===== src/logic/classifier_pkg.sv =====
// flow classifier shared definitions
// widths, table entry and request/result structs, FSM states and
// register addresses used across the classifier blocks

package classifier_pkg;

    localparam int KEY_NBITS      = 32;
    localparam int FID_NBITS      = 8;
    localparam int TIME_NBITS     = 16;
    localparam int REG_ADDR_NBITS = 2;
    localparam int REG_DATA_NBITS = 16;

    // aging time loaded at reset, in ticks
    localparam logic [TIME_NBITS-1:0] AGING_RESET = 16'd100;

    typedef struct packed {
        logic                  valid;
        logic [KEY_NBITS-1:0]  key;
        logic [FID_NBITS-1:0]  fid;
        logic [TIME_NBITS-1:0] etime;
    } flow_entry_t;

    typedef struct packed {
        logic [KEY_NBITS-1:0] key;
        logic [7:0]           tag;
    } lookup_req_t;

    typedef struct packed {
        logic [KEY_NBITS-1:0] key;
        logic [FID_NBITS-1:0] fid;
    } learn_req_t;

    typedef struct packed {
        logic [7:0]           tag;
        logic                 hit;
        logic [FID_NBITS-1:0] fid;
    } lookup_res_t;

    typedef enum logic [2:0] {
        IDLE,
        LOOKUP_READ,
        LOOKUP_CMP,
        LEARN_READ,
        LEARN_WRITE
    } lookup_state_e;

    typedef enum logic [REG_ADDR_NBITS-1:0] {
        REG_AGING  = 2'd0,
        REG_HITS   = 2'd1,
        REG_MISSES = 2'd2,
        REG_TIME   = 2'd3
    } reg_addr_e;

endpackage


===== src/logic/time_counter.sv =====
// real-time counter
// a prescaler divides the clock into ticks and the time counter
// advances by one on every tick, wrapping at its full width

module time_counter
    import classifier_pkg::*;
#(
    parameter int TICK_CYCLES = 4
) (
    input  logic                  clk,
    input  logic                  reset,
    output logic [TIME_NBITS-1:0] current_time
);

    localparam int PRE_NBITS = (TICK_CYCLES > 1) ? $clog2(TICK_CYCLES) : 1;

    logic [PRE_NBITS-1:0] prescale;
    logic                 tick;

    assign tick = (prescale == PRE_NBITS'(TICK_CYCLES - 1));

    always_ff @(posedge clk) begin
        if (reset) begin
            prescale     <= '0;
            current_time <= '0;
        end else begin
            if (tick) begin
                prescale     <= '0;
                current_time <= current_time + 1'b1;
            end else begin
                prescale <= prescale + 1'b1;
            end
        end
    end

endmodule


===== src/logic/flow_hash.sv =====
// flow key hash
// folds the four key bytes into two independent bucket indexes,
// the second one rotating each byte by its position first

module flow_hash
    import classifier_pkg::*;
#(
    parameter int DEPTH_NBITS = 4
) (
    input  logic [KEY_NBITS-1:0]   key,
    output logic [DEPTH_NBITS-1:0] idx0,
    output logic [DEPTH_NBITS-1:0] idx1
);

    logic [7:0] fold0;
    logic [7:0] fold1;

    function automatic logic [7:0] rotl8(input logic [7:0] b, input int unsigned n);
        logic [15:0] dbl;
        dbl = {b, b} << n;
        return dbl[15:8];
    endfunction

    always_comb begin
        fold0 = '0;
        fold1 = '0;
        for (int i = 0; i < 4; i++) begin
            fold0 ^= key[8*i +: 8];
            fold1 ^= rotl8(key[8*i +: 8], i);
        end
    end

    assign idx0 = fold0[DEPTH_NBITS-1:0];
    assign idx1 = fold1[DEPTH_NBITS-1:0];

endmodule


===== src/logic/flow_table.sv =====
// two-bank flow table
// each bank holds one flow entry per bucket; both banks are read
// together on rd and a single bank is written on wr

module flow_table
    import classifier_pkg::*;
#(
    parameter int DEPTH_NBITS = 4
) (
    input  logic                   clk,
    input  logic                   reset,

    input  logic                   rd,
    input  logic [DEPTH_NBITS-1:0] idx0,
    input  logic [DEPTH_NBITS-1:0] idx1,
    output flow_entry_t            entry0,
    output flow_entry_t            entry1,

    input  logic                   wr,
    input  logic                   wr_bank,
    input  logic [DEPTH_NBITS-1:0] wr_idx,
    input  flow_entry_t            wr_entry
);

    localparam int DEPTH = 1 << DEPTH_NBITS;

    flow_entry_t bank [2][DEPTH];

    // ~~~~~~~~~~~~~~~~~~~~~~~~~~~~~~~~~~~~~~~~~~~~~~~~~~~~~~~~~~~~
    // write port
    // ~~~~~~~~~~~~~~~~~~~~~~~~~~~~~~~~~~~~~~~~~~~~~~~~~~~~~~~~~~~~

    // only the valid bits are cleared, the rest of an entry is
    // meaningless until it is written
    always_ff @(posedge clk) begin
        if (reset) begin
            for (int b = 0; b < 2; b++) begin
                for (int i = 0; i < DEPTH; i++) begin
                    bank[b][i].valid <= 1'b0;
                end
            end
        end else if (wr) begin
            bank[wr_bank][wr_idx] <= wr_entry;
        end
    end

    // ~~~~~~~~~~~~~~~~~~~~~~~~~~~~~~~~~~~~~~~~~~~~~~~~~~~~~~~~~~~~
    // read port
    // ~~~~~~~~~~~~~~~~~~~~~~~~~~~~~~~~~~~~~~~~~~~~~~~~~~~~~~~~~~~~

    // each bank is looked up at its own hash index
    always_ff @(posedge clk) begin
        if (rd) begin
            entry0 <= bank[0][idx0];
            entry1 <= bank[1][idx1];
        end
    end

    // the sequencer must never read and write in the same cycle
    a_no_rd_wr: assert property (
        @(posedge clk) disable iff (reset)
        !(rd && wr)
    );

endmodule


===== src/logic/lookup_fsm.sv =====
// lookup and learn sequencer
// latches one request at a time, reads both table banks, then either
// matches the key against live entries to build a result or picks
// a bank and writes the learned flow with its expiry time

module lookup_fsm
    import classifier_pkg::*;
#(
    parameter int DEPTH_NBITS = 4
) (
    input  logic                   clk,
    input  logic                   reset,

    input  logic                   par_valid,
    input  lookup_req_t            par_req,
    input  logic                   learn_valid,
    input  learn_req_t             learn_req,

    input  logic [TIME_NBITS-1:0]  current_time,
    input  logic [TIME_NBITS-1:0]  aging_time,

    output logic                   rd,
    output logic [DEPTH_NBITS-1:0] idx0,
    output logic [DEPTH_NBITS-1:0] idx1,
    input  flow_entry_t            entry0,
    input  flow_entry_t            entry1,
    output logic                   wr,
    output logic                   wr_bank,
    output logic [DEPTH_NBITS-1:0] wr_idx,
    output flow_entry_t            wr_entry,

    output logic                   cla_valid,
    output lookup_res_t            cla_res,
    output logic                   hit_inc,
    output logic                   miss_inc
);

    lookup_state_e state;

    logic [KEY_NBITS-1:0] key_q;
    logic [7:0]           tag_q;
    logic [FID_NBITS-1:0] fid_q;

    logic live0;
    logic live1;
    logic match0;
    logic match1;

    flow_hash #(
        .DEPTH_NBITS(DEPTH_NBITS)
    ) u_flow_hash (
        .key (key_q),
        .idx0(idx0),
        .idx1(idx1)
    );

    // ~~~~~~~~~~~~~~~~~~~~~~~~~~~~~~~~~~~~~~~~~~~~~~~~~~~~~~~~~~~~
    // entry compare
    // ~~~~~~~~~~~~~~~~~~~~~~~~~~~~~~~~~~~~~~~~~~~~~~~~~~~~~~~~~~~~

    // an entry is live until current time reaches its expiry time
    assign live0  = entry0.valid && (current_time < entry0.etime);
    assign live1  = entry1.valid && (current_time < entry1.etime);
    assign match0 = live0 && (entry0.key == key_q);
    assign match1 = live1 && (entry1.key == key_q);

    assign rd = (state == LOOKUP_READ) || (state == LEARN_READ);
    assign wr = (state == LEARN_WRITE);

    // bank 0 is reused when free, expired or already ours
    assign wr_bank        = live0 && (entry0.key != key_q);
    assign wr_idx         = wr_bank ? idx1 : idx0;
    assign wr_entry.valid = 1'b1;
    assign wr_entry.key   = key_q;
    assign wr_entry.fid   = fid_q;
    assign wr_entry.etime = current_time + aging_time;

    // ~~~~~~~~~~~~~~~~~~~~~~~~~~~~~~~~~~~~~~~~~~~~~~~~~~~~~~~~~~~~
    // sequencing
    // ~~~~~~~~~~~~~~~~~~~~~~~~~~~~~~~~~~~~~~~~~~~~~~~~~~~~~~~~~~~~

    always_ff @(posedge clk) begin
        if (reset) begin
            state     <= IDLE;
            cla_valid <= 1'b0;
            hit_inc   <= 1'b0;
            miss_inc  <= 1'b0;
        end else begin
            cla_valid <= 1'b0;
            hit_inc   <= 1'b0;
            miss_inc  <= 1'b0;
            case (state)
                IDLE: begin
                    if (par_valid) begin
                        state <= LOOKUP_READ;
                    end else if (learn_valid) begin
                        state <= LEARN_READ;
                    end
                end
                LOOKUP_READ: state <= LOOKUP_CMP;
                LOOKUP_CMP: begin
                    cla_valid <= 1'b1;
                    hit_inc   <= match0 || match1;
                    miss_inc  <= !(match0 || match1);
                    state     <= IDLE;
                end
                LEARN_READ:  state <= LEARN_WRITE;
                LEARN_WRITE: state <= IDLE;
                default:     state <= IDLE;
            endcase
        end
    end

    // request and result payload
    always_ff @(posedge clk) begin
        if (state == IDLE && par_valid) begin
            key_q <= par_req.key;
            tag_q <= par_req.tag;
        end else if (state == IDLE && learn_valid) begin
            key_q <= learn_req.key;
            fid_q <= learn_req.fid;
        end
        if (state == LOOKUP_CMP) begin
            cla_res.tag <= tag_q;
            cla_res.hit <= match0 || match1;
            cla_res.fid <= match0 ? entry0.fid : (match1 ? entry1.fid : '0);
        end
    end

    a_strobe_in_idle: assert property (
        @(posedge clk) disable iff (reset)
        (par_valid || learn_valid) |-> (state == IDLE)
    );

    a_one_strobe: assert property (
        @(posedge clk) disable iff (reset)
        !(par_valid && learn_valid)
    );

    a_result_after_cmp: assert property (
        @(posedge clk) disable iff (reset)
        cla_valid |-> ($past(state) == LOOKUP_CMP)
    );

endmodule


===== src/logic/classifier_reg.sv =====
// classifier register port
// holds the aging time, counts hits and misses with saturation and
// returns register contents one cycle after a read

module classifier_reg
    import classifier_pkg::*;
(
    input  logic                      clk,
    input  logic                      reset,

    input  logic                      reg_wr,
    input  logic                      reg_rd,
    input  reg_addr_e                 reg_addr,
    input  logic [REG_DATA_NBITS-1:0] reg_wdata,
    output logic                      reg_rvalid,
    output logic [REG_DATA_NBITS-1:0] reg_rdata,

    input  logic                      hit_inc,
    input  logic                      miss_inc,
    input  logic [TIME_NBITS-1:0]     current_time,
    output logic [TIME_NBITS-1:0]     aging_time
);

    logic [REG_DATA_NBITS-1:0] hits;
    logic [REG_DATA_NBITS-1:0] misses;

    // only the aging register is writable
    always_ff @(posedge clk) begin
        if (reset) begin
            aging_time <= AGING_RESET;
            hits       <= '0;
            misses     <= '0;
            reg_rvalid <= 1'b0;
        end else begin
            reg_rvalid <= reg_rd;
            if (reg_wr && reg_addr == REG_AGING) begin
                aging_time <= reg_wdata;
            end
            // counters stick at all ones
            if (hit_inc && hits != '1) begin
                hits <= hits + 1'b1;
            end
            if (miss_inc && misses != '1) begin
                misses <= misses + 1'b1;
            end
        end
    end

    always_ff @(posedge clk) begin
        if (reg_rd) begin
            case (reg_addr)
                REG_AGING:  reg_rdata <= aging_time;
                REG_HITS:   reg_rdata <= hits;
                REG_MISSES: reg_rdata <= misses;
                REG_TIME:   reg_rdata <= current_time;
                default:    reg_rdata <= '0;
            endcase
        end
    end

    a_no_rd_wr: assert property (
        @(posedge clk) disable iff (reset)
        !(reg_rd && reg_wr)
    );

endmodule


===== src/logic/classifier.sv =====
// flow classifier top level
// connects the time base, the two-bank flow table, the lookup/learn
// sequencer and the register port

module classifier
    import classifier_pkg::*;
#(
    parameter int DEPTH_NBITS = 4,
    parameter int TICK_CYCLES = 4
) (
    input  logic                      clk,
    input  logic                      reset,

    input  logic                      par_valid,
    input  lookup_req_t               par_req,
    input  logic                      learn_valid,
    input  learn_req_t                learn_req,

    output logic                      cla_valid,
    output lookup_res_t               cla_res,

    input  logic                      reg_wr,
    input  logic                      reg_rd,
    input  reg_addr_e                 reg_addr,
    input  logic [REG_DATA_NBITS-1:0] reg_wdata,
    output logic                      reg_rvalid,
    output logic [REG_DATA_NBITS-1:0] reg_rdata
);

    logic [TIME_NBITS-1:0]  current_time;
    logic [TIME_NBITS-1:0]  aging_time;
    logic                   hit_inc;
    logic                   miss_inc;

    logic                   rd;
    logic [DEPTH_NBITS-1:0] idx0;
    logic [DEPTH_NBITS-1:0] idx1;
    flow_entry_t            entry0;
    flow_entry_t            entry1;
    logic                   wr;
    logic                   wr_bank;
    logic [DEPTH_NBITS-1:0] wr_idx;
    flow_entry_t            wr_entry;

    time_counter #(
        .TICK_CYCLES(TICK_CYCLES)
    ) u_time_counter (
        .clk         (clk),
        .reset       (reset),
        .current_time(current_time)
    );

    flow_table #(
        .DEPTH_NBITS(DEPTH_NBITS)
    ) u_flow_table (
        .clk     (clk),
        .reset   (reset),
        .rd      (rd),
        .idx0    (idx0),
        .idx1    (idx1),
        .entry0  (entry0),
        .entry1  (entry1),
        .wr      (wr),
        .wr_bank (wr_bank),
        .wr_idx  (wr_idx),
        .wr_entry(wr_entry)
    );

    lookup_fsm #(
        .DEPTH_NBITS(DEPTH_NBITS)
    ) u_lookup_fsm (
        .clk         (clk),
        .reset       (reset),
        .par_valid   (par_valid),
        .par_req     (par_req),
        .learn_valid (learn_valid),
        .learn_req   (learn_req),
        .current_time(current_time),
        .aging_time  (aging_time),
        .rd          (rd),
        .idx0        (idx0),
        .idx1        (idx1),
        .entry0      (entry0),
        .entry1      (entry1),
        .wr          (wr),
        .wr_bank     (wr_bank),
        .wr_idx      (wr_idx),
        .wr_entry    (wr_entry),
        .cla_valid   (cla_valid),
        .cla_res     (cla_res),
        .hit_inc     (hit_inc),
        .miss_inc    (miss_inc)
    );

    classifier_reg u_classifier_reg (
        .clk         (clk),
        .reset       (reset),
        .reg_wr      (reg_wr),
        .reg_rd      (reg_rd),
        .reg_addr    (reg_addr),
        .reg_wdata   (reg_wdata),
        .reg_rvalid  (reg_rvalid),
        .reg_rdata   (reg_rdata),
        .hit_inc     (hit_inc),
        .miss_inc    (miss_inc),
        .current_time(current_time),
        .aging_time  (aging_time)
    );

endmodule


===== config.mk =====
export PLATFORM = sky130hd
export DESIGN_NAME = classifier
export DESIGN_NICKNAME = d
export VERILOG_FILES = /design/src/logic/classifier_pkg.sv /design/src/logic/time_counter.sv /design/src/logic/flow_hash.sv /design/src/logic/flow_table.sv /design/src/logic/lookup_fsm.sv /design/src/logic/classifier_reg.sv /design/src/logic/classifier.sv
export SDC_FILE = /design/constraint.sdc
export NUM_CORES = 2
export LEC_CHECK = 0
export ABC_AREA = 0
export BUFFER_PORTS_ARGS = -buffer_cell sky130_fd_sc_hd__clkbuf_2
export CAP_MARGIN = 20
export CORE_MARGIN = 8
export CORE_UTILIZATION = 65
export CTS_BUF_LIST = sky130_fd_sc_hd__clkbuf_16
export CTS_CLUSTER_SIZE = 25
export DETAILED_ROUTE_END_ITERATION = 10
export GPL_ROUTABILITY_DRIVEN = 0
export GPL_TIMING_DRIVEN = 0
export PLACE_DENSITY = 0.83
export SYNTH_ARGS = -nofsm -noshare
export SYNTH_HDL_FRONTEND = slang
export SYNTH_SLANG_ARGS = --single-unit

===== constraint.sdc =====
create_clock -name clk -period 19.74 [get_ports clk]
set_input_delay 3.948 -clock clk [delete_from_list [all_inputs] [get_ports clk]]
set_output_delay 3.948 -clock clk [all_outputs]
set_load 0.02 [all_outputs]

---- Word level (Yosys, flattened, before mapping) ----
Memories as Yosys holds them, arrays and structs flattened.
Cells that the tools add are included.
storage, ports and cells
  memories kept ........................... 1
  logic and storage cells ................. 109
  latch bits .............................. 0
  bits in read-only memories .............. 0
  output and inout port bits .............. 35
  RAM bits ................................ 1824
  input bits .............................. 104
  register bits after elaboration ......... 268
operators by class
  add/sub/neg operators ................... 5
  bitwise gates (word level) .............. 11
  magnitude comparators ................... 6
  reductions and logical operators ........ 21
  divide/modulo/power cells ............... 0
  $mul .................................... 0
  shifts and indexed selects .............. 0
  equality and inequality tests ........... 14
  muxes and demuxes ....................... 26
memory list
  name               words  width  rd ports  clocked after memory_dff  write ports  RTL line          RTL
  u_flow_table.bank  2      912    2         0                         2            flow_table.sv:27  flow_entry_t bank [2][DEPTH];
operators by type and width
  cell                                                         number
  2-to-1 mux 912 bit                                           3
  OR reduction 912 bit                                         1
  binary-select mux 57 bit (select 4 bit)                      2
  2-to-1 mux 57 bit                                            5
  demux 57 bit (select 4 bit)                                  1
  equality test 32 bit                                         2
  2-to-1 mux 32 bit                                            2
  case mux 16 bit (4 select lines)                             1
  adder 16 x 1 -> 16 bit (second input constant)               3
  less-than comparator 16 bit                                  2
  inequality test 16 bit (second input constant)               2
  inequality test 32 bit                                       1
  bitwise XOR 4 bit                                            6
  adder 16 bit                                                 1
  2-to-1 mux 8 bit                                             2
  >= comparator 5 bit (second input constant)                  3
  NOT 4 -> 5 bit                                               3
  logical AND 1 bit                                            11
  case mux 3 bit (3 select lines)                              1
  equality test 2 bit (second input constant)                  3
  equality test 3 x 2 -> 1 bit (second input constant)         2
  2-to-1 mux 1 bit                                             6
  2-to-1 mux 3 bit                                             2
  less-than comparator 5 x 1 -> 1 bit (second input constant)  1
  other kinds (14)                                             17

---- Longest topological paths before layout ----
  word-level depth ........................ 12
  gate-level depth with buffers ........... 10
  gate-level depth less buffers ........... 8

---- Modules after synthesis ----
Synthesis repeated with hierarchy kept, for this count alone.
second synthesis, totals
  cells, all modules ...................... 3940
  area total of the unflattened synthesis .. 81524.4 um^2
modules (own cells, without submodules)
  module          seq. area each (um^2)  cells each  area each (um^2)  times used
  flow_table      58195.8                3085        72390.7           1
  lookup_fsm      2072.0                 434         4918.5            1
  classifier_reg  1461.4                 308         3174.3            1
  time_counter    360.3                  89          830.8             1
  flow_hash       0.0                    24          210.2             1

---- Worst setup path after synthesis ----
No wires, ideal clock.
  path type ............................... input -> register
  start point ............................. in reset
  end point ............................... mem u_flow_table.bank[1][741] (netlist bit) (enable)
  required time ........................... 19132 ps
  path buffers ............................ 2
  arrival time ............................ 10457 ps
  stages .................................. 6
  slack ................................... 8675 ps
  library setup time ...................... 608 ps
  cell sequence ........................... or4b_1 -> clkbuf_1 -> inv_2 -> clkbuf_1 -> nand2_1 -> nor4_1
RTL lines
  item                RTL line          RTL
  start: declaration  classifier.sv:12  input logic reset,
  end: declaration    flow_table.sv:27

==> run_results.csv <==
group,metric,value,unit
placement,post-place-ws,11.36,ns
global_routing,antenna_found_initial,9,
sta,rsz0062_at_grt,"no",
placement,numPortBuffers,136,
worst_hold_path,hold_class,"flip-flop to flip-flop",
sta,finalHoldViolCount,0,
setup_path,rr_startpoint,"u_lookup_fsm.key_q[2]",
setup_path,r2r_end,"u_flow_table.bank[1][770]",
final_layout,layout-drive-gt1-share,26.3,%
sta,drv_slew,0,
drt,wl_per_cell,38.3,µm
clock_network,clockRootBuffer,"clkbuf_16",
clock_network,post_cts_buffers,0,
sta,worstMarginPinSlew,1.26,ns
sta,fmax,122,MHz
drt,via_per_inst,7.42,
drt,first_pass_iters,8,
power_and_ir_drop,seq_power_share,46.7,%
die,die_w,370,µm
placement,dp.cells,5781,
synth,synthTopCellsByCount,"2,019 x edfxtp_1, 453 x mux4_2, 228 x a22oi_1, 183 x nand2_1, 98 x xnor2_1",
synth,ys_warn_count,0,
job,max-cap-violations,0,
setup_path,r2r_cells,15,
setup_path,cp.required,20.27,ns
power_and_ir_drop,leakage,34.5,nW
drt,drc,0,
global_routing,grt_usage,33.8,%
outcome,outcome,"completed",
worst_hold_path,min_to,"u_lookup_fsm.cla_res[13]",
die,start_util,65.3,%
worst_hold_path,min_delay_path_depth,0,
synth,synth_cells,3895,
placement,hpwl,135,mm
sta,worst_slack,11.57,ns
sta,tns,0,ns
power_and_ir_drop,pwr_density_cell,113,mW/mm²
synth,yosysMostFrequentCell,"edfxtp_1",
drt,drtIter0Drc,7726,
synth,synthDistinctLibCells,67,
setup_path,path_class,"input port to flip-flop",
synth,synth_ff_type,"edfxtp_1",
sta,finalCriticalPeriod,8.17,ns
die,rows,130,
global_routing,grt_overflow,0,
die,fp.coreArea,0.125,mm²
drt,detail-route-antenna-nets,0,
global_routing,grt_pass1_wl,327,mm
clock_network,clk_pin_slew,0.07,ns
final_layout,final_cells,6147,
sta,period_share,41.4,%
synth,synth-edff-count,2019,
synth,async_flop_share,0,%
synth,syn_area,0.0816,mm²
clock_network,clk_latency,0.86,ns
power_and_ir_drop,p_int,7.51,mW
clock_network,htree_num_levels,4,
setup_path,cp-start-kind,"input port",
die,die_area,0.137,mm²
clock_network,tritoncts,"yes",
drt,vias,45600,
die,die_h,370,µm
synth,synth_top_area_cell,"edfxtp_1",
synth,avgSynthCellArea,21.0,µm²
global_routing,grt_pass1_vias,46000,
sta,maxSlewHeadroom,15.5,%
clock_network,cts_buffers,195,
power_and_ir_drop,p_comb_share,18.2,%
power_and_ir_drop,swShare,28.4,%
clock_network,cts_resized,0,
worst_hold_path,worstHoldStart,"u_lookup_fsm.tag_q[4]",
power_and_ir_drop,p_switching,2.98,mW
sta,finalClockSkew,0.0421,ns
die,num_io_pins,139,
power_and_ir_drop,ir_worst_vdd,0.108,mV
sta,setup_violations,0,
setup_path,worst-path-max-fanout,10,
final_layout,syn2layout_area_growth,13.5,%
setup_path,arrival,8.69,ns
drt,drt-total-wl,235,mm
clock_network,clock_path_buffers,3,
clock_network,holdBufCountCts,0,
synth,ys_top_cells_by_area,"edfxtp_1 74%, mux4_2 12%, a22oi_1 2.1%",
global_routing,grt_max_degree,44,
synth,ys_ff_latch,2092,
setup_path,r2r_setup_slack,14.10,ns
synth,synth_seq_area_share,76.1,%
synth,synth_fp_nets,4049,
setup_path,end_kind,"flip-flop",
power_and_ir_drop,power_frac_clock,35.1,%
final_layout,fin_nets,4504,
clock_network,clock-sinks,2092,
synth,yosysTopAreaCellShare,74.3,%
## how the worst max path moves through the flow
| stage | cells past startpoint | start | slack (ns) | to |
|---|---|---|---|---|
| after floorplan | 6 | reset | 8.67 | u_flow_table.bank[1][741] |
| after global placement | 7 | reset | 1.08 | u_flow_table.bank[1][826] |
| after detailed placement | 12 | reset | 11.36 | u_flow_table.bank[1][826] |
| after CTS | 12 | reset | 12.00 | u_flow_table.bank[1][819] |
| after global routing | 12 | reset | 11.77 | u_flow_table.bank[1][819] |
| final | 12 | reset | 11.57 | u_flow_table.bank[1][819] |
## cell families after synthesis
group,count (synthesis),synth area share (%)
adder cells (fa/ha/maj),50,0.776
XOR/XNOR,144,1.61
flip-flops,2092,76.1
AND/OR/NAND/NOR,488,2.90
buffers and inverters,250,1.74
AO/OA/AOI/OAI,356,3.21
multiplexers,515,13.7
## metal layers
metal | routed length (µm) | track usage [%] | vias up
met2 | 112000 | 54.1 | 4709
met3 | 33700 | 10.3 | 930
li1 | - | - | 17000
met1 | 74300 | 41.5 | 22900
met5 | 56 | 0 | -
met4 | 14900 | 19.3 | 8
## layout by cell type, fill, tap and decap left out, types with 12 or more instances in the layout
| master | instances |
|---|---|
| a21oi_1 | 34 |
| a22oi_1 | 228 |
| a31o_2 | 13 |
| and2_1 | 47 |
| and3_1 | 21 |
| and3_4 | 22 |
| buf_1 | 12 |
| buf_12 | 27 |
| buf_16 | 27 |
| buf_2 | 52 |
| buf_4 | 43 |
| buf_6 | 40 |
| buf_8 | 24 |
| bufinv_16 | 15 |
| clkbuf_1 | 95 |
| clkbuf_16 | 204 |
| clkbuf_2 | 137 |
| clkinv_1 | 32 |
| clkinv_2 | 23 |
| dfxtp_1 | 73 |
| edfxtp_1 | 2019 |
| ha_1 | 49 |
| inv_1 | 94 |
| mux2_2 | 40 |
| mux4_1 | 19 |
| mux4_2 | 453 |
| nand2_1 | 183 |
| nand3_1 | 16 |
| nand4_1 | 28 |
| nor2_1 | 76 |
| nor2_2 | 12 |
| nor3_1 | 22 |
| nor3b_1 | 12 |
| o21ai_0 | 16 |
| xnor2_1 | 98 |
| xor2_1 | 40 |
## flip-flops by register name, summed over array words and instances, names as in the netlist, 8 cells and up
signal	flops
u_classifier_reg.misses	16
u_lookup_fsm.key_q	32
u_flow_table.entry0	57
u_flow_table.entry1	57
u_classifier_reg.hits	16
u_classifier_reg.aging_time	16
u_lookup_fsm.cla_res	17
u_classifier_reg.reg_rdata	16
u_time_counter.current_time	16
u_flow_table.bank	1824
u_lookup_fsm.tag_q	8
u_lookup_fsm.fid_q	8
## area by class of cell
class                   instances  area (µm²)
multi-input cells            1553       18300
plain buffers                 207        1260
clock inverters               138        1070
inverters                      43         161
flip-flops and latches       2092       62100
well taps                    1650        2060
diodes                          6        15.0
fillers                      6144       32400
repair buffers                258        2650
clock buffers                 200        5000
## power by group through the flow
stage / combinational [mW] / sequential, mW / clock, mW
floorplan: 1.14 / 4.98 / 0
global placement: 1.74 / 5.00 / 0
detailed placement: 1.80 / 4.99 / 0
CTS: 1.85 / 4.90 / 3.65
global route: 1.94 / 4.90 / 3.81
finish: 1.91 / 4.90 / 3.68
## per-stage QoR
step | utilization (%) | area [µm²] | hold WS (ns) | power [mW]
5_1_grt | 74.0 | 92600 | 0.438 | 10.6
6_report | 74.1 | 92600 | 0.422 | 10.5
4_1_cts | 73.7 | 92200 | 0.424 | 10.4
2_1_floorplan | - | 81600 | 0.400 | 6.12
3_3_place_gp | 67.5 | 84400 | 0.400 | 6.74
3_5_place_dp | 68.8 | 86100 | 0.411 | 6.79
## worst max-delay path, cell delays in order
cell      delay, ns
clkbuf_2       0.18
or4b_1         0.50
clkbuf_1       0.44
inv_2          0.25
clkbuf_1       0.78
nand2_1        0.46
nor4_2         0.94
buf_4          0.34
buf_4          0.20
buf_4          0.20
buf_4          0.22
buf_4          0.20
Note: power is estimated with default switching activity, not from simulation.
